<file path="src/design/jal_consts.svh">
`ifndef JAL_CONSTS_SVH
`define JAL_CONSTS_SVH

// ~~~~~~~~~~~~~~~~~~~~~~~~~~~~~~~~~~~~~~~~~~~~~~~~~~~~~~~~~~~~~~~~~~~~~~~~~
// jump issue slice sizing
// ~~~~~~~~~~~~~~~~~~~~~~~~~~~~~~~~~~~~~~~~~~~~~~~~~~~~~~~~~~~~~~~~~~~~~~~~~

// issue buffer slots and index width
`define JAL_ISSUE_DEPTH 4
`define JAL_ISSUE_IDX_W 2

// data and pc width
`define JAL_XLEN 64

// architectural registers
`define JAL_NREG 32
`define JAL_REG_W 5

`endif

</file>
<file path="src/design/jal_pkg.sv">
package jal_pkg;

	// ~~~~~~~~~~~~~~~~~~~~~~~~~~~~~~~~~~~~~~~~~~~~~~~~~~~~~~~~~~~~~~~~~~~~~~
	// instruction word views
	// ~~~~~~~~~~~~~~~~~~~~~~~~~~~~~~~~~~~~~~~~~~~~~~~~~~~~~~~~~~~~~~~~~~~~~~

	// jal immediate is scrambled across the upper 20 bits
	typedef struct packed {
		logic       imm20;
		logic [9:0] imm10_1;
		logic       imm11;
		logic [7:0] imm19_12;
		logic [4:0] rd;
		logic [6:0] opcode;
	} jal_jtype_t;

	// jalr view
	typedef struct packed {
		logic [11:0] imm11_0;
		logic [4:0]  rs1;
		logic [2:0]  funct3;
		logic [4:0]  rd;
		logic [6:0]  opcode;
	} jal_itype_t;

	typedef union packed {
		jal_jtype_t j;
		jal_itype_t i;
	} jal_instr_u;

	localparam logic [6:0] JAL_OPC  = 7'b1101111;
	localparam logic [6:0] JALR_OPC = 7'b1100111;

endpackage

</file>
<file path="src/design/jal_execute.sv">
`include "jal_consts.svh"

module jal_execute (
	input  logic                  CLK,
	input  logic                  reset,
	input  logic                  exe_valid,
	input  jal_pkg::jal_instr_u   exe_instr,
	input  logic [`JAL_XLEN-1:0]  exe_pc,
	input  logic                  exe_rvc,
	input  logic [`JAL_XLEN-1:0]  exe_src1,
	output logic                  redirect_valid,
	output logic [`JAL_XLEN-1:0]  redirect_pc,
	output logic                  wb_valid,
	output logic [`JAL_REG_W-1:0] wb_rd,
	output logic [`JAL_XLEN-1:0]  wb_data
);
	import jal_pkg::*;

	logic                 is_jal;
	logic [`JAL_XLEN-1:0] j_imm;
	logic [`JAL_XLEN-1:0] i_imm;
	logic [`JAL_XLEN-1:0] link;
	logic [`JAL_XLEN-1:0] target;
	logic [`JAL_REG_W-1:0] rd;

	assign is_jal = exe_instr.j.opcode == JAL_OPC;
	assign rd     = exe_instr.j.rd;

	// 21-bit J offset, bit 0 implied zero
	assign j_imm = {{(`JAL_XLEN-21){exe_instr.j.imm20}}, exe_instr.j.imm20,
		exe_instr.j.imm19_12, exe_instr.j.imm11, exe_instr.j.imm10_1, 1'b0};

	assign i_imm = {{(`JAL_XLEN-12){exe_instr.i.imm11_0[11]}}, exe_instr.i.imm11_0};

	// return address skips a compressed or a full instruction
	assign link = exe_pc + (exe_rvc ? `JAL_XLEN'(2) : `JAL_XLEN'(4));

	// jalr drops bit 0 of the sum
	assign target = is_jal ? exe_pc + j_imm
		: (exe_src1 + i_imm) & ~`JAL_XLEN'(1);

	always_ff @(posedge CLK) begin
		if (reset) begin
			redirect_valid <= 1'b0;
			wb_valid       <= 1'b0;
		end else begin
			redirect_valid <= exe_valid;
			// no writeback to x0
			wb_valid       <= exe_valid && rd != '0;
		end
	end

	always_ff @(posedge CLK) begin
		if (exe_valid) begin
			redirect_pc <= target;
			wb_rd       <= rd;
			wb_data     <= link;
		end
	end

endmodule

</file>
<file path="config.mk">
export PLATFORM = sky130hd
export DESIGN_NAME = jal_execute
export DESIGN_NICKNAME = d
export VERILOG_FILES = /design/src/design/jal_pkg.sv /design/src/design/jal_execute.sv
export VERILOG_INCLUDE_DIRS = /design/src /design/src/design
export SDC_FILE = /design/constraint.sdc
export NUM_CORES = 1
export LEC_CHECK = 0
export BUFFER_PORTS_ARGS = -buffer_cell sky130_fd_sc_hd__buf_2
export CAP_MARGIN = 10
export CORE_ASPECT_RATIO = 2
export CORE_MARGIN = 5
export CORE_UTILIZATION = 35
export CTS_BUF_LIST = sky130_fd_sc_hd__clkbuf_4
export CTS_CLUSTER_SIZE = 40
export DETAILED_ROUTE_END_ITERATION = 8
export PLACE_DENSITY = 0.6
export RECOVER_POWER = 25
export SETUP_SLACK_MARGIN = 0.3
export SLEW_MARGIN = 20
export SYNTH_ARGS = -nofsm -noshare
export SYNTH_HDL_FRONTEND = slang
export SYNTH_SLANG_ARGS = --single-unit
</file>
<file path="constraint.sdc">
create_clock -name CLK -period 5.86 [get_ports CLK]
set_input_delay 0.586 -clock CLK [delete_from_list [all_inputs] [get_ports CLK]]
set_output_delay 0.586 -clock CLK [all_outputs]
set_load 0.1 [all_outputs]
</file>
# After elaboration in Yosys (flattened, before gate mapping)
# Cells that the tools add are included.
# op_classes
n_eq_ne	1
add_sub_neg	3
mul	0
n_lt_le_gt_ge	0
n_reduce_logical	2
shift	0
n_bitwise	0
mux	2
div_mod_pow	0
# op_table
cell	n
adder 64 bit	2
adder 64 x 3 -> 64 bit	1
two-way mux 64 bit	1
== test 7 bit, second input constant	1
nonzero test 5 bit	1
two-way mux 3 bit	1
logical AND 1 bit	1
# totals
word_cells	14
rom_bits	0
ff_bits	135
inputBits	164
ram_bits	0
latchBits	0
memories	0

# Logic depth before layout (Yosys ltp)
# logic_depth
depth_word	2
mapped_depth	14
ltp_nobuf	14

# Least setup slack after synthesis
# OpenSTA, ideal clock, no wires.
# synth_path
path_kind	input to register
startpoint	input exe_instr[20] in the netlist's numbering
endpoint	register redirect_pc[62], data pin
required_ns	5.590
arrival_time_ns	3.262
n_path_buf	0
slack_ns	2.328
stages	13
path_cell_list	and2_1 -> fa_1 -> a211oi_1 -> o21ai_0 -> a21oi_1 -> o31ai_4 -> a21oi_2 -> o41a_4 -> o31ai_4 -> o31a_4 -> a221oi_2 -> xor2_1 -> mux2i_1
# synth_between
elab_chain_cells	2
elab_cells_between_ends	3
# synth_rtl
element	line	rtl
start: declaration	jal_execute.sv:7	input jal_pkg::jal_instr_u exe_instr,
adder 64 bit, on equally long branches	jal_execute.sv:40, jal_execute.sv:39	
two-way mux 64 bit (*)	jal_execute.sv:39	assign target = is_jal ? exe_pc + j_imm
named net target[62]	jal_execute.sv:23	logic [`JAL_XLEN-1:0] target;
end signal: assignment	jal_execute.sv:55	redirect_pc <= target;
end: declaration	jal_execute.sv:12	output logic [`JAL_XLEN-1:0] redirect_pc,
# Mark *: on every way through the listed nets, which the timed path passes. The rest lies on a longest branch.
# A chain may end at the register's enable or synchronous reset.

# Final worst setup path
# layout_path
startpoint	input exe_instr[31] in the netlist's numbering
endpoint	register redirect_pc[57], data pin
# The elaborated chain is that of the path after synthesis.

==> out/results.tsv <==
metric	value	unit
initial DRC count	694	
critical path capture point type	flip-flop	
Worst Path Required	6.18	ns
WL met2	27.5	mm
sequential share of the synthesized area	31.0	%
Hold Path End	redirect_valid$_SDFF_PP0_	
Sequential Power Share	30.6	%
Crit Path Category	in2reg	
Yosys warning count	0	
die boundary height	283	um
# H-tree levels	4	
Worst IR Drop VDD	230	uV
Worst Path Arrival	4.24	ns
Fill cells	3851	
Detail Route Antenna Nets	0	
share of layout cells above drive strength 1	20.3	%
Rows	100	
combinational power share	52.0	%
cell family with most CP delay	compound AO/OA/AOI/OAI gates	
max-cap violation count	2	
Hold Buf Count CTS	0	
initial antenna violation count	2	
routed wire length	46.6	mm
Final Hold Vio Count	0	
first-pass GRT wire length	70.2	mm
syn avg cell area	8.69	um^2
critical-path maximum fanout	52	
Nets	2052	
NetSw	2030	uW
hold depth	2	
crit path buf inv count	1	
CTS tree	done	
cell area after layout	0.0152	mm^2
Top Metal Used	met4	
Root Buffer	clkbuf_4	
die area	0.0414	mm^2
setup repair after global routing missed its margin	false	
Synth Net Count	1792	
vias per inst	5.62	
Setup TNS	0	ns
# setup viols final	0	
Worst-path clk slew	0.13	ns
Pwr per Cell Area	269	mW/mm^2
HP Class	in2reg	
Final Wtd Congestion	0.960	
startpoint types	input pin	
outcome	finished, violations left	
footprint of the multi-input gates	0.00862	mm^2
final worst path period share	66.8	%
Post-synth EDFFs	133	
WL met1	14.2	mm
Ports	299	
via count	12500	
Starting Density	35.2	%
Die Wd	146	um
count of cell types in the netlist	77	
most frequent cells in the layout	buf_2 (290), a21oi_1 (168), nand2_1 (162)	
grt ovf	0	
GRT Util Overall	21.7	%
P_int	2060	uW
Inserted Clock Buffers	17	
WL/cell	20.9	um
vias in the first global route	13200	
Synth Flop Type	edfxtp_1	
Reg area	0.00403	mm^2
post-CTS sizing	0	
CORE AREA	0.0370	mm^2
Post-Syn Area	0.0130	mm^2
clk sinks	135	
1st-pass router iterations	5	
failing checks	max-capacitance violations, max-slew violations	
largest net degree at the start of global routing	79	
Slowest Stage Delay on Critical Path	0.50	ns
Final Max Tran Viols	136	
Worst-Margin Slew	4.41	ns
Final min period	3.92	ns
Clk network pwr share	17.3	%
drt drc	0	
cells after synthesis	1499	
PortBufs	298	
Pleak	0.00653	uW
Layout area overhead	16.6	%
FF+latch count, synth	135	
post-DP HPWL	39.1	mm
ys async rst share	0	%
Routed met3 length	2.40	mm
min-delay src	reset	
placed cell areas	0.0149	mm^2
critical path's slowest cell	buf_4	
f_max	0.255	GHz
commonest non-fill, non-tap cell in the layout	buf_2	
Net Sw Frac	49.6	%
crit-path cells	buf_4, ha_1, a21oi_1, o21ai_0, a41o_1, a21oi_1, nor2_1, a2111oi_1, a21boi_1, o21ai_2, o21ai_0, xnor2_1, mux2i_1	
post-CTS setup buffers	0	
Max clock buf depth	2	
Worst slew margin	-194	%
==> power groups by stage <==
stage               sequential [uW]  clock, uW  combinational (uW)
floorplan                      2100          0                 767
global placement               1270          0                2120
detailed placement             1270          0                2130
CTS                            1250        729                2140
global route                   1260        769                2250
finish                         1250        709                2130
==> cell type report <==
| cell class | count | area share [%] |
|---|---|---|
| repair buffers | 304 | 10.0 |
| clock buffers | 17 | 0.840 |
| inverters | 33 | 0.815 |
| diodes | 2 | 0.0329 |
| flip-flops and latches | 135 | 26.5 |
| clock inverters | 14 | 1.20 |
| multi-input cells | 1268 | 56.7 |
| well taps | 459 | 3.78 |
==> metrics by stage <==
step	hold WS (ns)	setup WS, ns	total power, uW	utilization (%)	instances
2_1_floorplan	0.669	2.33	2870	-	1499
3_3_place_gp	0.760	1.44	3390	40.2	2199
3_5_place_dp	0.762	1.38	3400	40.2	2199
4_1_cts	0.114	2.00	4110	41.1	2230
5_1_grt	0.128	1.75	4280	41.0	2232
6_report	0.168	1.94	4090	41.0	2232
==> state kept, by name, summed over array words and instances (netlist names) <==
| register | count |
|---|---|
| wb_valid | 1 |
| redirect_pc | 64 |
| redirect_valid | 1 |
| wb_data | 64 |
| wb_rd | 5 |
==> worst max-delay path by stage <==
stage	startpoint	to	slack, ns	cells past startpoint
after floorplan	exe_instr[20]	redirect_pc[62]$_DFFE_PP_	2.33	13
after global placement	exe_instr[31]	redirect_pc[57]$_DFFE_PP_	1.44	13
after detailed placement	exe_instr[31]	redirect_pc[57]$_DFFE_PP_	1.38	13
after CTS	exe_instr[31]	redirect_pc[57]$_DFFE_PP_	2.00	13
after global routing	exe_instr[31]	redirect_pc[57]$_DFFE_PP_	1.75	13
final	exe_instr[31]	redirect_pc[57]$_DFFE_PP_	1.94	13
==> metal layers <==
metal	vias up	GRT usage, %
li1	6082	-
met1	5930	18.5
met2	414	46.4
met3	113	3.79
met4	0	11.2
met5	-	0
==> cells by family after synthesis <==
| logic type | count (synthesis) | share of synthesized area [%] |
|---|---|---|
| AND/OR/NAND/NOR | 486 | 18.0 |
| adder cells (fa/ha/maj) | 129 | 12.6 |
| XOR/XNOR | 174 | 11.7 |
| AO/OA/AOI/OAI | 469 | 23.1 |
| buffers and inverters | 96 | 2.87 |
| flip-flops | 135 | 31.0 |
| multiplexers | 10 | 0.768 |
==> cells in the mapped netlist (4+ instances only) <==
library cell	instances	area (um^2)
or2_2	4	25.0
o21a_1	9	67.6
o31ai_1	9	67.6
a31oi_1	15	93.8
a221oi_1	8	70.1
mux2i_1	10	100
xnor2_1	106	928
nand3_1	38	190
a311oi_1	4	35.0
o21bai_1	33	248
o21ai_0	96	480
ha_1	126	1580
clkbuf_1	51	191
buf_2	9	45.0
and2_1	7	43.8
o21ai_1	4	20.0
a21oi_1	168	841
a31o_2	4	35.0
and3_1	29	181
nor4_1	6	37.5
a211oi_1	11	82.6
nand4_1	45	282
o211ai_1	8	60.1
nand2b_1	14	87.6
a21boi_0	5	37.5
and4_1	11	96.3
nor3_1	17	85.1
edfxtp_1	133	3990
a21o_1	53	398
nor2b_1	22	138
inv_1	33	124
xor2_1	68	596
nand2_1	162	608
nor2_1	115	432
Note: power is estimated with default switching activity, not from simulation.
