**config.mk**
```make
export PLATFORM = sky130hd
export DESIGN_NAME = jal_issue_buffer
export DESIGN_NICKNAME = d
export VERILOG_FILES = /design/src/design/jal_pkg.sv /design/src/design/jal_issue_buffer.sv
export VERILOG_INCLUDE_DIRS = /design/src /design/src/design
export SDC_FILE = /design/constraint.sdc
export NUM_CORES = 1
export LEC_CHECK = 0
export ABC_AREA = 1
export BUFFER_PORTS_ARGS = -buffer_cell sky130_fd_sc_hd__buf_2
export CORE_AREA = 2 2 192 194
export DETAILED_ROUTE_END_ITERATION = 10
export DIE_AREA = 0 0 194 196
export GPL_ROUTABILITY_DRIVEN = 0
export SLEW_MARGIN = 10
export SYNTH_ARGS = -nofsm -noshare
export SYNTH_HDL_FRONTEND = slang
export SYNTH_SLANG_ARGS = --single-unit
```
**constraint.sdc**
```tcl
create_clock -name CLK -period 4.3 [get_ports CLK]
set_clock_uncertainty 0.15 [all_clocks]
set_input_delay 1.075 -clock CLK [delete_from_list [all_inputs] [get_ports CLK]]
set_output_delay 1.075 -clock CLK [all_outputs]
set_load 0.02 [all_outputs]
```
**src/design/jal_consts.svh**
```systemverilog
`ifndef JAL_CONSTS_SVH
`define JAL_CONSTS_SVH

// ~~~~~~~~~~~~~~~~~~~~~~~~~~~~~~~~~~~~~~~~~~~~~~~~~~~~~~~~~~~~~~~~~~~~~~~~~
// jump issue slice sizing
// ~~~~~~~~~~~~~~~~~~~~~~~~~~~~~~~~~~~~~~~~~~~~~~~~~~~~~~~~~~~~~~~~~~~~~~~~~

// issue buffer slots and index width
`define JAL_ISSUE_DEPTH 4
`define JAL_ISSUE_IDX_W 2

// data and pc width
`define JAL_XLEN 64

// architectural registers
`define JAL_NREG 32
`define JAL_REG_W 5

`endif

```
**src/design/jal_pkg.sv**
```systemverilog
package jal_pkg;

	// ~~~~~~~~~~~~~~~~~~~~~~~~~~~~~~~~~~~~~~~~~~~~~~~~~~~~~~~~~~~~~~~~~~~~~~
	// instruction word views
	// ~~~~~~~~~~~~~~~~~~~~~~~~~~~~~~~~~~~~~~~~~~~~~~~~~~~~~~~~~~~~~~~~~~~~~~

	// jal immediate is scrambled across the upper 20 bits
	typedef struct packed {
		logic       imm20;
		logic [9:0] imm10_1;
		logic       imm11;
		logic [7:0] imm19_12;
		logic [4:0] rd;
		logic [6:0] opcode;
	} jal_jtype_t;

	// jalr view
	typedef struct packed {
		logic [11:0] imm11_0;
		logic [4:0]  rs1;
		logic [2:0]  funct3;
		logic [4:0]  rd;
		logic [6:0]  opcode;
	} jal_itype_t;

	typedef union packed {
		jal_jtype_t j;
		jal_itype_t i;
	} jal_instr_u;

	localparam logic [6:0] JAL_OPC  = 7'b1101111;
	localparam logic [6:0] JALR_OPC = 7'b1100111;

endpackage

```
**src/design/jal_issue_buffer.sv**
```systemverilog
`include "jal_consts.svh"

module jal_issue_buffer (
	input  logic                                             CLK,
	input  logic                                             reset,
	input  logic                                             dispatch_valid,
	input  jal_pkg::jal_instr_u                              dispatch_instr,
	input  logic [`JAL_XLEN-1:0]                             dispatch_pc,
	input  logic                                             dispatch_rvc,
	input  logic                                             pop,
	input  logic [`JAL_ISSUE_IDX_W-1:0]                      pop_index,
	output logic [`JAL_ISSUE_DEPTH-1:0]                      slot_valid,
	output jal_pkg::jal_instr_u [`JAL_ISSUE_DEPTH-1:0]       slot_instr,
	output logic [`JAL_ISSUE_DEPTH-1:0][`JAL_XLEN-1:0]       slot_pc,
	output logic [`JAL_ISSUE_DEPTH-1:0]                      slot_rvc,
	output logic                                             buffer_full
);
	import jal_pkg::*;

	logic [`JAL_ISSUE_DEPTH-1:0]       malloc_q;
	logic [`JAL_ISSUE_IDX_W-1:0]       free_idx;
	logic                              push;
	jal_instr_u [`JAL_ISSUE_DEPTH-1:0] instr_q;

	// lowest free slot, from the allocation vector before the edge
	always_comb begin
		free_idx = '0;
		for (int i = `JAL_ISSUE_DEPTH-1; i >= 0; i--) begin
			if (!malloc_q[i]) begin
				free_idx = `JAL_ISSUE_IDX_W'(i);
			end
		end
	end

	assign buffer_full = &malloc_q;
	assign push        = dispatch_valid & ~buffer_full;

	// allocation bits, pop and push may land together on different slots
	always_ff @(posedge CLK) begin
		if (reset) begin
			malloc_q <= '0;
		end else begin
			if (pop) begin
				malloc_q[pop_index] <= 1'b0;
			end
			if (push) begin
				malloc_q[free_idx] <= 1'b1;
			end
		end
	end

	// slot payload
	always_ff @(posedge CLK) begin
		if (push) begin
			instr_q[free_idx]  <= dispatch_instr;
			slot_pc[free_idx]  <= dispatch_pc;
			slot_rvc[free_idx] <= dispatch_rvc;
		end
	end

	assign slot_valid = malloc_q;
	assign slot_instr = instr_q;

	// dispatch must honour buffer_full
	a_no_push_full: assert property (@(posedge CLK) disable iff (reset)
		dispatch_valid |-> !buffer_full);

	// controller only pops what it saw allocated
	a_no_pop_empty: assert property (@(posedge CLK) disable iff (reset)
		pop |-> malloc_q[pop_index]);

endmodule

```
=== After elaboration in Yosys (flattened, before gate mapping) ===
Index checks and enable logic that the tools add are counted.

* Magnitude comparators: 4
* Multiplexer cells: 18
* Bitwise gates (word level): 5
* Reduce and logical (&&, ||, !) cells: 3

{| class="wikitable"
|+ Operators with widths
! operator !! count
|-
| $bwmux 256 || 1
|-
| $bwmux 128 || 1
|-
| $demux 64 s2 || 1
|-
| $demux 32 s2 || 1
|-
| $mux 64 || 1
|-
| $mux 32 || 1
|-
| $mux 4 || 3
|-
| $mux 2 || 4
|-
| $lt 2x3->1 const B || 2
|-
| $and 4x4->4 || 1
|-
| $bwmux 4 || 1
|-
| $demux 1 s2 || 2
|-
| $ge 2x1->1 const B || 2
|-
| $not 4->4 || 1
|-
| $or 4x4->4 || 1
|-
| $reduce_and 4->1 || 1
|-
| $logic_and 1x1->1 || 2
|-
| $mux 1 || 2
|-
| $and 1x1->1 || 1
|-
| $not 1->1 || 1
|}

* Bits in registers: 392
* Bits of input ports: 103
* Output and inout bits: 393

=== Longest topological paths before layout ===
Gate-level depths: netlist of the first run.

* Depth after elaboration: 10
* Gate-level depth with buffers: 5
* Mapped depth without buffers: 5

=== Worst setup path after synthesis of the first run ===
Ideal clock, no wire load.

* Path kind: input-to-reg
* From: in dispatch_valid
* To: reg instr_q, in the netlist slot_instr[64], enable pin
* Setup time: 0.450 ns
* Data arrival time: 3.085 ns
* Required time: 3.700 ns
* Path slack: 0.615 ns
* Stages: 2
* Path buffers: 0
* Cell sequence: nand4_1 > inv_1

* Cells in the longest elaborated chain, start to end: 1

{| class="wikitable"
|+ RTL lines
! what !! RTL line !! source
|-
| start: declaration || jal_issue_buffer.sv:6 || <nowiki>input logic dispatch_valid,</nowiki>
|-
| $and 1x1->1 || jal_issue_buffer.sv:36 || <nowiki>assign push = dispatch_valid & ~buffer_full;</nowiki>
|-
| end signal: indexed assignment || jal_issue_buffer.sv:55 || <nowiki>instr_q[free_idx] <= dispatch_instr;</nowiki>
|-
| end: declaration || jal_issue_buffer.sv:23 || <nowiki>jal_instr_u [`JAL_ISSUE_DEPTH-1:0] instr_q;</nowiki>
|}

Every way passes these cells.
A chain may end at the register's enable or synchronous reset.

=== Final worst setup path of the first run ===
* From: reg malloc_q[0] (netlist: slot_valid[0])
* To: out buffer_full

* Cells in the longest elaborated chain, start to end: 1

{| class="wikitable"
|+ RTL lines
! what !! RTL line !! source
|-
| start: declaration || jal_issue_buffer.sv:20 || <nowiki>logic [`JAL_ISSUE_DEPTH-1:0] malloc_q;</nowiki>
|-
| start signal: assignment || jal_issue_buffer.sv:41 || <nowiki>malloc_q <= '0;</nowiki>
|-
| start signal: indexed assignment || jal_issue_buffer.sv:44 || <nowiki>malloc_q[pop_index] <= 1'b0;</nowiki>
|-
| start signal: indexed assignment || jal_issue_buffer.sv:47 || <nowiki>malloc_q[free_idx] <= 1'b1;</nowiki>
|-
| $reduce_and 4->1 || jal_issue_buffer.sv:35 || <nowiki>assign buffer_full = &malloc_q;</nowiki>
|-
| end: declaration || jal_issue_buffer.sv:16 || <nowiki>output logic buffer_full</nowiki>
|}

Every way passes these cells.

==> run metrics, run 1 <==
status complete, no violations; Worst Setup Start Kind flop; EDFF count, synth approximately 390; internal power 6303 uW; die area roughly 0.038 sq mm; Flop pwr share a little over half; achievable clock frequency 383.1 MHz; Final Cycle Share around three fifths; worst r2r dst slot_instr[125]$_DFFE_PP_; slowest stage cell, crit path dfxtp_1; WHS Endpoint slot_valid[1]$_SDFF_PP0_; Post-Route Setup TNS 0 ns; CTS clk-pin slew, worst paths 0.05 ns; Post-CTS Resized 0; cts bufs inserted 40; hold path start slot_valid[1]$_SDFF_PP0_; post-synth cell types 11; Top Ports between 400 and 500; Syn. warnings 0; Critical Path RT 3.07 ns; clk sinks 392; CP Max Fanout 5; total vias in the final route roughly 6,300; die width about 190 microns; Die Span Y between 150 and 200 microns; register bit total from synthesis between 300 and 400; RSZ-0062 raised after global routing false; Total Power 7990 uW; cell with the most instances after synthesis edfxtp_1; minimum clock period about 2.6 ns; FF-to-FF path depth 5; Async SR Flop Fraction 0%; critical-path cell list nand2_1 -> nor2_1 -> buf_2; ys flop type edfxtp_1; Final Max Slew Viols 0; total congestion overflow 0; CORE AREA between 0.03 and 0.04 sq mm; post-synthesis sequential area ratio a little over nine tenths; largest net degree at the start of global routing about 50; Row Count 70; Post-Syn Instances 423; worst slew pin tran between 0.5 and 0.6 ns; PwrDens about 490 mW/mm^2; CTS tree built; number of setup violations in the final report 0; Synth top area share 98.12%; Slew Limit Headroom approximately 64%; dpl hpwl between 15,000 and 20,000 microns; Worst Setup End Kind output pin; Port Buffers 495; Starting Density 32.91%; worst-skew pair later-pin latency ~0.52 ns; clock buffer depth 3; count of final hold-check violations 0; top post-synthesis cells by area edfxtp_1 98%, dfxtp_1 0.67%, inv_1 0.32%; P&R area growth vs syn 36.91%; Routed Antenna Nets 0; area leader, netlist edfxtp_1; GR Util All Layers ~14%; Hold Path Class flop to flop; most instantiated cells after synthesis 388 x edfxtp_1, 10 x inv_1, 8 x nand2_1, 5 x nand3_1, 4 x dfxtp_1; Root Buffer Master clkbuf_16; Slowest Stage Delay on Critical Path 0.39 ns; critical path data arrival time roughly 1.4 ns; hold-fix buffers at CTS 0; leakage 0.006271 uW; hold depth 2; Mapped Nets roughly 530; initial DRC count roughly 320; share of cells above drive strength 1 56.85%; drt wl/cell ~19 microns; cell area after synthesis ~0.012 sq mm; vias in the first global route between 6,000 and 7,000; Final Net Count approximately 1,100; Clk pwr share between 30% and 40%; switching power share of the total 21.11%; Sw Pwr between 1500 and 2000 uW; Detailed Route WL around 28,000 microns; max_cap viols 0; initial antenna violation count 2; reg2reg setup slack ~2.3 ns; Vias/cell ~4.3; first-pass GRT wire length 40,860 microns; average size of a mapped cell 28.07 sq um; VDD IR max roughly 0.42 mV; DRT Pass-1 Iters 6; power share of the combinational group about 5.4%; Crit Path Class flop to output pin; H-tree Lvls 2; FF-to-FF Start slot_valid[0]$_SDFF_PP0_; Setup Buffers After CTS 0; Post-route DRC 0
layout by cell type (no fill, tap or decap), drive strengths merged:
cell type	n
a21oi	4
buf	503
bufinv	2
clkbuf	44
clkinv	16
clkinvlp	3
dfxtp	4
diode	1
edfxtp	388
inv	11
nand2	8
nand3	6
nand4	1
nor2	2
power by group through the flow:
stage               Combinational (uW)  Sequential, uW  Clock [uW]
finish                             429            4370        3190
floorplan                         46.8            4610           0
global route                       457            4380        3410
CTS                                436            4370        3270
global placement                   427            4450           0
detailed placement                 436            4450           0
cell families (layout without fill, tap and decap cells):
family	count (synthesis)	count (layout)	synth area share [%]
buffers and inverters	10	579	0.3162
other	0	1	0
AND/OR/NAND/NOR	17	17	0.6849
flip-flops	392	392	98.80
AO/OA/AOI/OAI	4	4	0.2002
how the worst max path moves through the flow:
| stage | from | endpoint | slack (ns) | cells after the start |
|---|---|---|---|---|
| after global placement | dispatch_valid | slot_instr[5]$_DFFE_PP_ | 1.60 | 4 |
| after detailed placement | dispatch_valid | slot_instr[67]$_DFFE_PP_ | 1.54 | 4 |
| after floorplan | dispatch_valid | slot_instr[64]$_DFFE_PP_ | 0.61 | 2 |
| final | slot_valid[0]$_SDFF_PP0_ | buffer_full | 1.69 | 3 |
| after global routing | slot_valid[0]$_SDFF_PP0_ | buffer_full | 1.60 | 3 |
| after CTS | slot_valid[0]$_SDFF_PP0_ | buffer_full | 1.65 | 3 |
state kept, by name, summed over array words and instances (netlist names):
register    flops
slot_instr    128
slot_pc       256
slot_rvc        4
slot_valid      4
metal layers:
layer	vias to the layer above	track usage, %	wire (microns)
met5	-	0	11
met4	2	5.303	775
met3	52	5.621	2690
met2	352	23.21	13730
met1	3077	17.24	11120
li1	2800	-	-
worst max-delay path: cells and delay by family, from the launching register on:
family / cells / cell delay (ns)
DFF: 1 / 0.39
and+or+nand+nor: 2 / 0.29
buffers and inverters: 1 / 0.19
metrics by stage:
| stage | hold WS, ns | std cells | instance area [sq um] | utilization [%] | setup WS [ns] |
|---|---|---|---|---|---|
| finish | 0.3647 | 1461 | 16260 | 45.05 | 1.690 |
| global route | 0.3979 | 1460 | 16250 | 45.05 | 1.604 |
| CTS | 0.3655 | 1460 | 16250 | 45.05 | 1.648 |
| detailed placement | 0.3550 | 1394 | 15060 | 41.73 | 1.536 |
| global placement | 0.3392 | 1394 | 15060 | 41.73 | 1.603 |
| floorplan | 0.4028 | 423 | 11870 | - | 0.6148 |
cell type report:
class	count	area [sq um]
clock buffer	44	1037
multi-input combinational	21	105.1
clock inverter	22	160.2
inverter	10	47.55
fill	3126	19830
sequential	392	11730
antenna	1	2.502
tap	468	585.6
timing repair buffer	503	2587
Power figures use the tool's default switching activity.
==> run 2: changes to the inputs <==
--- a/config.mk
+++ b/config.mk
@@ -8,9 +8,9 @@
 export LEC_CHECK = 0
 export ABC_AREA = 1
 export BUFFER_PORTS_ARGS = -buffer_cell sky130_fd_sc_hd__buf_2
-export CORE_AREA = 2 2 192 194
+export CORE_AREA = 2 2 191 193
 export DETAILED_ROUTE_END_ITERATION = 10
-export DIE_AREA = 0 0 194 196
+export DIE_AREA = 0 0 193 195
 export GPL_ROUTABILITY_DRIVEN = 0
 export SLEW_MARGIN = 10
 export SYNTH_ARGS = -nofsm -noshare
==> constraint.sdc (replaced) <==
create_clock -name CLK -period 2.32 [get_ports CLK]
set_clock_uncertainty 0.15 [all_clocks]
set_input_delay 0.58 -clock CLK [delete_from_list [all_inputs] [get_ports CLK]]
set_output_delay 0.58 -clock CLK [all_outputs]
set_load 0.02 [all_outputs]
==> run 2 against run 1 <==
  * Final cell count shrank 0.41%
  * Non-clock buffer count did not move
  * Clock power is 78% higher
  * Final area up 0.32%
  * Largest power group unchanged
  * Sequential power rose by 85%
  * Setup slack got worse by 1.4 ns
  * Via count is 1.0% lower
  * Count of clock-buffer cells in the layout is 5 higher
  * Wire length is 2.2% lower
  * Die area shrank 1.0%
==> run metrics, run 2 (same netlist as run 1, synthesis figures left out) <==
status complete, no violations; max_cap viols 0; hold-fix buffers at CTS 0; initial DRC count between 200 and 300; Row Count roughly 70; initial antenna violation count 3; worst slew pin tran around 0.37 ns; max reg flops ~260; Final Cycle Share between 80% and 90%; largest register by flop count slot_pc; leakage between 0.006 and 0.007 uW; drt wl/cell between 15 and 20 microns; DRT Pass-1 Iters 4; cts bufs inserted 38; Worst Setup End Kind output pin; dpl ws around 0.28 ns; CTS tree built; vias in the first global route 6,338; total congestion overflow 0; Port Buffers 495; number of setup violations in the final report 0; Critical Path RT ~1.6 ns; Storage cell area between 0.01 and 0.015 sq mm; largest net degree at the start of global routing 55; CTS clk-pin slew, worst paths 0.06 ns; Multi-input gate area 143.9 sq um; Vias/cell 4.275; Top Ports ~500; hold path start reset; most frequent cells in the layout 495 x buf_2, 388 x edfxtp_1, 41 x clkbuf_16; worst-skew pair later-pin latency ~0.53 ns; post-route cell area between 0.015 and 0.02 sq mm; leading cell type in the layout, fill and taps excluded buf_2; Total Power about 15,000 uW; P&R area growth vs syn 37.34%; clock buffer depth 3; diode count 0; RSZ-0062 raised after global routing false; number of non-filler instances in the completed layout around 1,500; Starting Density 33.55%; H-tree Lvls 2; clk sinks around 390; Post-route DRC 0; first-pass GRT wire length 38,960 microns; placed cell areas ~0.015 sq mm; hold depth 2; worst r2r dst slot_instr[101]$_DFFE_PP_; die area between 0.03 and 0.04 sq mm; post-placement cell count ~1,400; die width just under 200 microns; WHS Endpoint slot_valid[1]$_SDFF_PP0_; count of final hold-check violations 0; Root Buffer Master clkbuf_16; Final Max Slew Viols 0; Crit Path Class flop to output pin; share of cells above drive strength 1 between 50% and 60%; Post-CTS Resized 0; Post-Route Setup TNS 0 ns; CP Max Fanout 5; VDD IR max 0.7106 mV; FF-to-FF Start slot_valid[0]$_SDFF_PP0_; Setup Buffers After CTS 0; fillers 3,055; PwrDens 895.2 mW/mm^2; Final Net Count ~1,100; Hold Path Class input pin to flop; Detailed Route WL between 20,000 and 30,000 microns; total vias in the final route 6,220; final setup margin 0.2707 ns; Slew Limit Headroom roughly 76%; Routed Antenna Nets 0; critical path data arrival time roughly 1.3 ns; FF-to-FF path depth 5; Worst Setup Start Kind flop; Die Span Y about 200 microns; achievable clock frequency 488.0 MHz; minimum clock period between 2 and 2.5 ns; dpl hpwl 19,530 microns; GR Util All Layers between 10% and 20%; reg2reg setup slack 0.52 ns; CORE AREA 0.03540 sq mm
run 2: how the worst max path moves through the flow:
| stage | from | to | slack, ns | depth (start not counted) |
|---|---|---|---|---|
| floorplan | dispatch_valid | slot_instr[64]$_DFFE_PP_ | -0.37 | 2 |
| global placement | dispatch_valid | slot_pc[141]$_DFFE_PP_ | 0.33 | 4 |
| detailed placement | dispatch_valid | slot_pc[153]$_DFFE_PP_ | 0.28 | 4 |
| CTS | slot_valid[0]$_SDFF_PP0_ | buffer_full | 0.22 | 3 |
| global route | slot_valid[0]$_SDFF_PP0_ | buffer_full | 0.17 | 3 |
| finish | slot_valid[0]$_SDFF_PP0_ | buffer_full | 0.27 | 3 |
run 2: cell type report:
cell class,instances,area share (%)
multi-input cells,21,0.8823
repair buffers,503,16.17
clock inverters,19,0.6445
clock buffers,49,6.475
well taps,461,3.537
flip-flops and latches,392,71.97
inverters,10,0.3222
run 2: through the flow:
| stage | hold WS, ns | utilization [%] |
|---|---|---|
| floorplan | 0.3525 | - |
| global placement | 0.3352 | 42.79 |
| detailed placement | 0.3432 | 42.79 |
| CTS | 0.06816 | 46.07 |
| global route | 0.08536 | 46.07 |
| finish | 0.1133 | 46.07 |
run 2: per-layer routing:
metal,share of wire (%),vias to the layer above,GRT usage [%]
li1,-,2789,-
met1,35,3006,15.14
met2,50,354,23.76
met3,11,65,5.554
met4,4.0,6,7.267
met5,0.13,-,0
run 2: power by group:
group,total [uW],leakage [uW],internal (uW),switching [uW]
Clock,5690,0.000563,3310,2380
Combinational,810,0.00208,223,587
Sequential,8100,0.00360,8050,48.8
Total,14600,0.00624,11600,3020
run 2: critical path, stage by stage (launching register included):
cell and delay, ns:
dfxtp_2 0.36, nand2_1 0.13, nor2_1 0.13, buf_2 0.17
==> run 3: changes to the inputs <==
--- a/config.mk
+++ b/config.mk
@@ -8,10 +8,13 @@
 export LEC_CHECK = 0
 export ABC_AREA = 1
 export BUFFER_PORTS_ARGS = -buffer_cell sky130_fd_sc_hd__buf_2
-export CORE_AREA = 2 2 191 193
+export CELL_PAD_IN_SITES_DETAIL_PLACEMENT = 1
+export CELL_PAD_IN_SITES_GLOBAL_PLACEMENT = 2
+export CORE_AREA = 2 2 194 196
 export DETAILED_ROUTE_END_ITERATION = 10
-export DIE_AREA = 0 0 193 195
+export DIE_AREA = 0 0 196 198
 export GPL_ROUTABILITY_DRIVEN = 0
+export PLACE_DENSITY_LB_ADDON = 0.1
 export SLEW_MARGIN = 10
 export SYNTH_ARGS = -nofsm -noshare
 export SYNTH_HDL_FRONTEND = slang
==> constraint.sdc (replaced) <==
create_clock -name CLK -period 2.46 [get_ports CLK]
set_clock_uncertainty 0.15 [all_clocks]
set_input_delay 0.615 -clock CLK [delete_from_list [all_inputs] [get_ports CLK]]
set_output_delay 0.615 -clock CLK [all_outputs]
set_load 0.02 [all_outputs]
==> run 3 against run 2 <==
  * Sequential cell count is the same
  * Register-to-register slack better by 0.09 ns
  * Sequential share of layout area down 1.6 points
  * Non-clock buffer count up 9
  * Critical endpoint unchanged
  * Largest power group unchanged
==> run metrics, run 3 (same netlist as run 1, synthesis figures left out) <==
status complete, no violations; Vias/cell 4.219; count of final hold-check violations 0; largest net degree at the start of global routing 57; Port Buffers approximately 500; H-tree Lvls 2; clk sinks about 400; DRT Pass-1 Iters 4; met3 usage under 10%; final setup margin 0.2999 ns; Setup Buffers After CTS 0; number of non-filler instances in the completed layout 1,487; CTS tree built; total vias in the final route 6,273; initial antenna violation count 2; Post-CTS Resized 0; PwrDens a little under 900 mW/mm^2; GRT met1 Usage between 15 and 20%; max_cap viols 0; first-pass GRT wire length 45,300 microns; drt wl/cell ~22 microns; Slew Limit Headroom 63.85%; Die Span Y approximately 200 microns; worst-skew pair later-pin latency around 0.53 ns; largest register by flop count slot_pc; leading cell type in the layout, fill and taps excluded buf_2; Final Net Count around 1,100; cts bufs inserted 42; CTS clk-pin slew, worst paths roughly 0.06 ns; number of setup violations in the final report 0; hold-fix buffers at CTS 0; dpl hpwl between 20,000 and 25,000 microns; total congestion overflow 0; Routed Antenna Nets 0; Final Cycle Share between 80 and 90%; clock buffer depth 3; Root Buffer Master clkbuf_16; FF-to-FF Start slot_valid[2]$_SDFF_PP0_; Row Count between 70 and 80; share of cells above drive strength 1 just under 60%; Post-route DRC 0; Crit. Startpoint slot_valid[0]$_SDFF_PP0_; vias in the first global route between 6,000 and 7,000; CORE AREA around 0.037 sq mm; worst slew pin tran 0.5411 ns; grt peak-use layer met2; Detailed Route WL approximately 32,000 microns; diode count 0; Setup crit end buffer_full; dpl ws 0.1979 ns; RSZ-0062 raised after global routing false; FF-to-FF path depth 4; worst r2r dst slot_pc[158]$_DFFE_PP_; max reg flops between 200 and 300; die width 196 microns; Hold Path Class input pin to flop; Crit Path Class flop to output pin; VDD IR max between 0.5 and 0.6 mV; Worst Setup Start Kind flop; die area 0.03881 sq mm; Starting Density about 32%; leakage 0.006413 uW; reg2reg setup slack just over 0.6 ns; critical path data arrival time roughly 1.4 ns; minimum clock period 2.160 ns; GRT met2 Usage between 20% and 30%; CP Max Fanout 5; Top Ports 496; achievable clock frequency between 400 and 500 MHz; Worst Setup End Kind output pin; GR Util All Layers between 10% and 20%; post-placement cell count 1,409; most frequent cells in the layout 495 x buf_2, 388 x edfxtp_1, 45 x clkbuf_16; initial DRC count about 320; P&R area growth vs syn 40.53%; Critical Path RT 1.69 ns; Final Max Slew Viols 0
-- run 3: changes by cell type in the layout (fill, tap and decap cells not counted), sizes merged --
cell	before	now
buf	503	512
clkbuf	49	53
bufinv	1	4
inv	6	7
clkinvlp	5	7
-- run 3: worst min path at each step --
stage                             start                       end  cells past startpoint
6_report                          reset  slot_valid[1]$_SDFF_PP0_                      2
5_1_grt                  dispatch_pc[9]      slot_pc[9]$_DFFE_PP_                      1
4_1_cts                  dispatch_pc[0]    slot_pc[192]$_DFFE_PP_                      1
3_5_place_dp   slot_valid[2]$_SDFF_PP0_  slot_valid[2]$_SDFF_PP0_                      2
3_3_place_gp   slot_valid[0]$_SDFF_PP0_  slot_valid[0]$_SDFF_PP0_                      2
2_1_floorplan  slot_valid[1]$_SDFF_PP0_  slot_valid[1]$_SDFF_PP0_                      2
-- run 3: metrics by stage --
stage | power [uW] | utilization (%) | area [sq um] | hold slack [ns] | TNS [ns]
2_1_floorplan | 8140 | - | 11930 | 0.3525 | -76.43
3_3_place_gp | 8577 | 41.42 | 15310 | 0.3465 | 0
3_5_place_dp | 8584 | 41.42 | 15310 | 0.3488 | 0
4_1_cts | 14850 | 45.15 | 16690 | 0.1167 | 0
5_1_grt | 15150 | 45.15 | 16690 | 0.1228 | 0
6_report | 14650 | 45.15 | 16690 | 0.1433 | 0
-- run 3: layer usage --
layer  vias up  part of all wire (%)
met3        56                   8.6
met5         -                  0.10
met4         4                   3.1
li1       2831                     -
met1      3089                    36
met2       293                    52
-- run 3: power breakdown --
part	total, uW	switching [uW]	internal [uW]	leakage (uW)
Sequential	7640	47.6	7590	0.00360
Combinational	784	569	215	0.00215
Clock	6220	2470	3750	0.000669
-- run 3: final cells by class --
type / instances / area (sq um)
fillers: 3621 / 20270
clock buffers: 53 / 1156
multi-input cells: 21 / 143.9
clock inverters: 25 / 224.0
flip-flops and latches: 392 / 11740
repair buffers: 512 / 2780
well taps: 474 / 593.1
inverters: 10 / 52.55
-- run 3: worst max-delay path, cell delays in order (launching register included) --
cell and delay (ns):
dfxtp_2 0.37, nand2_1 0.13, nor2_1 0.16, buf_2 0.20
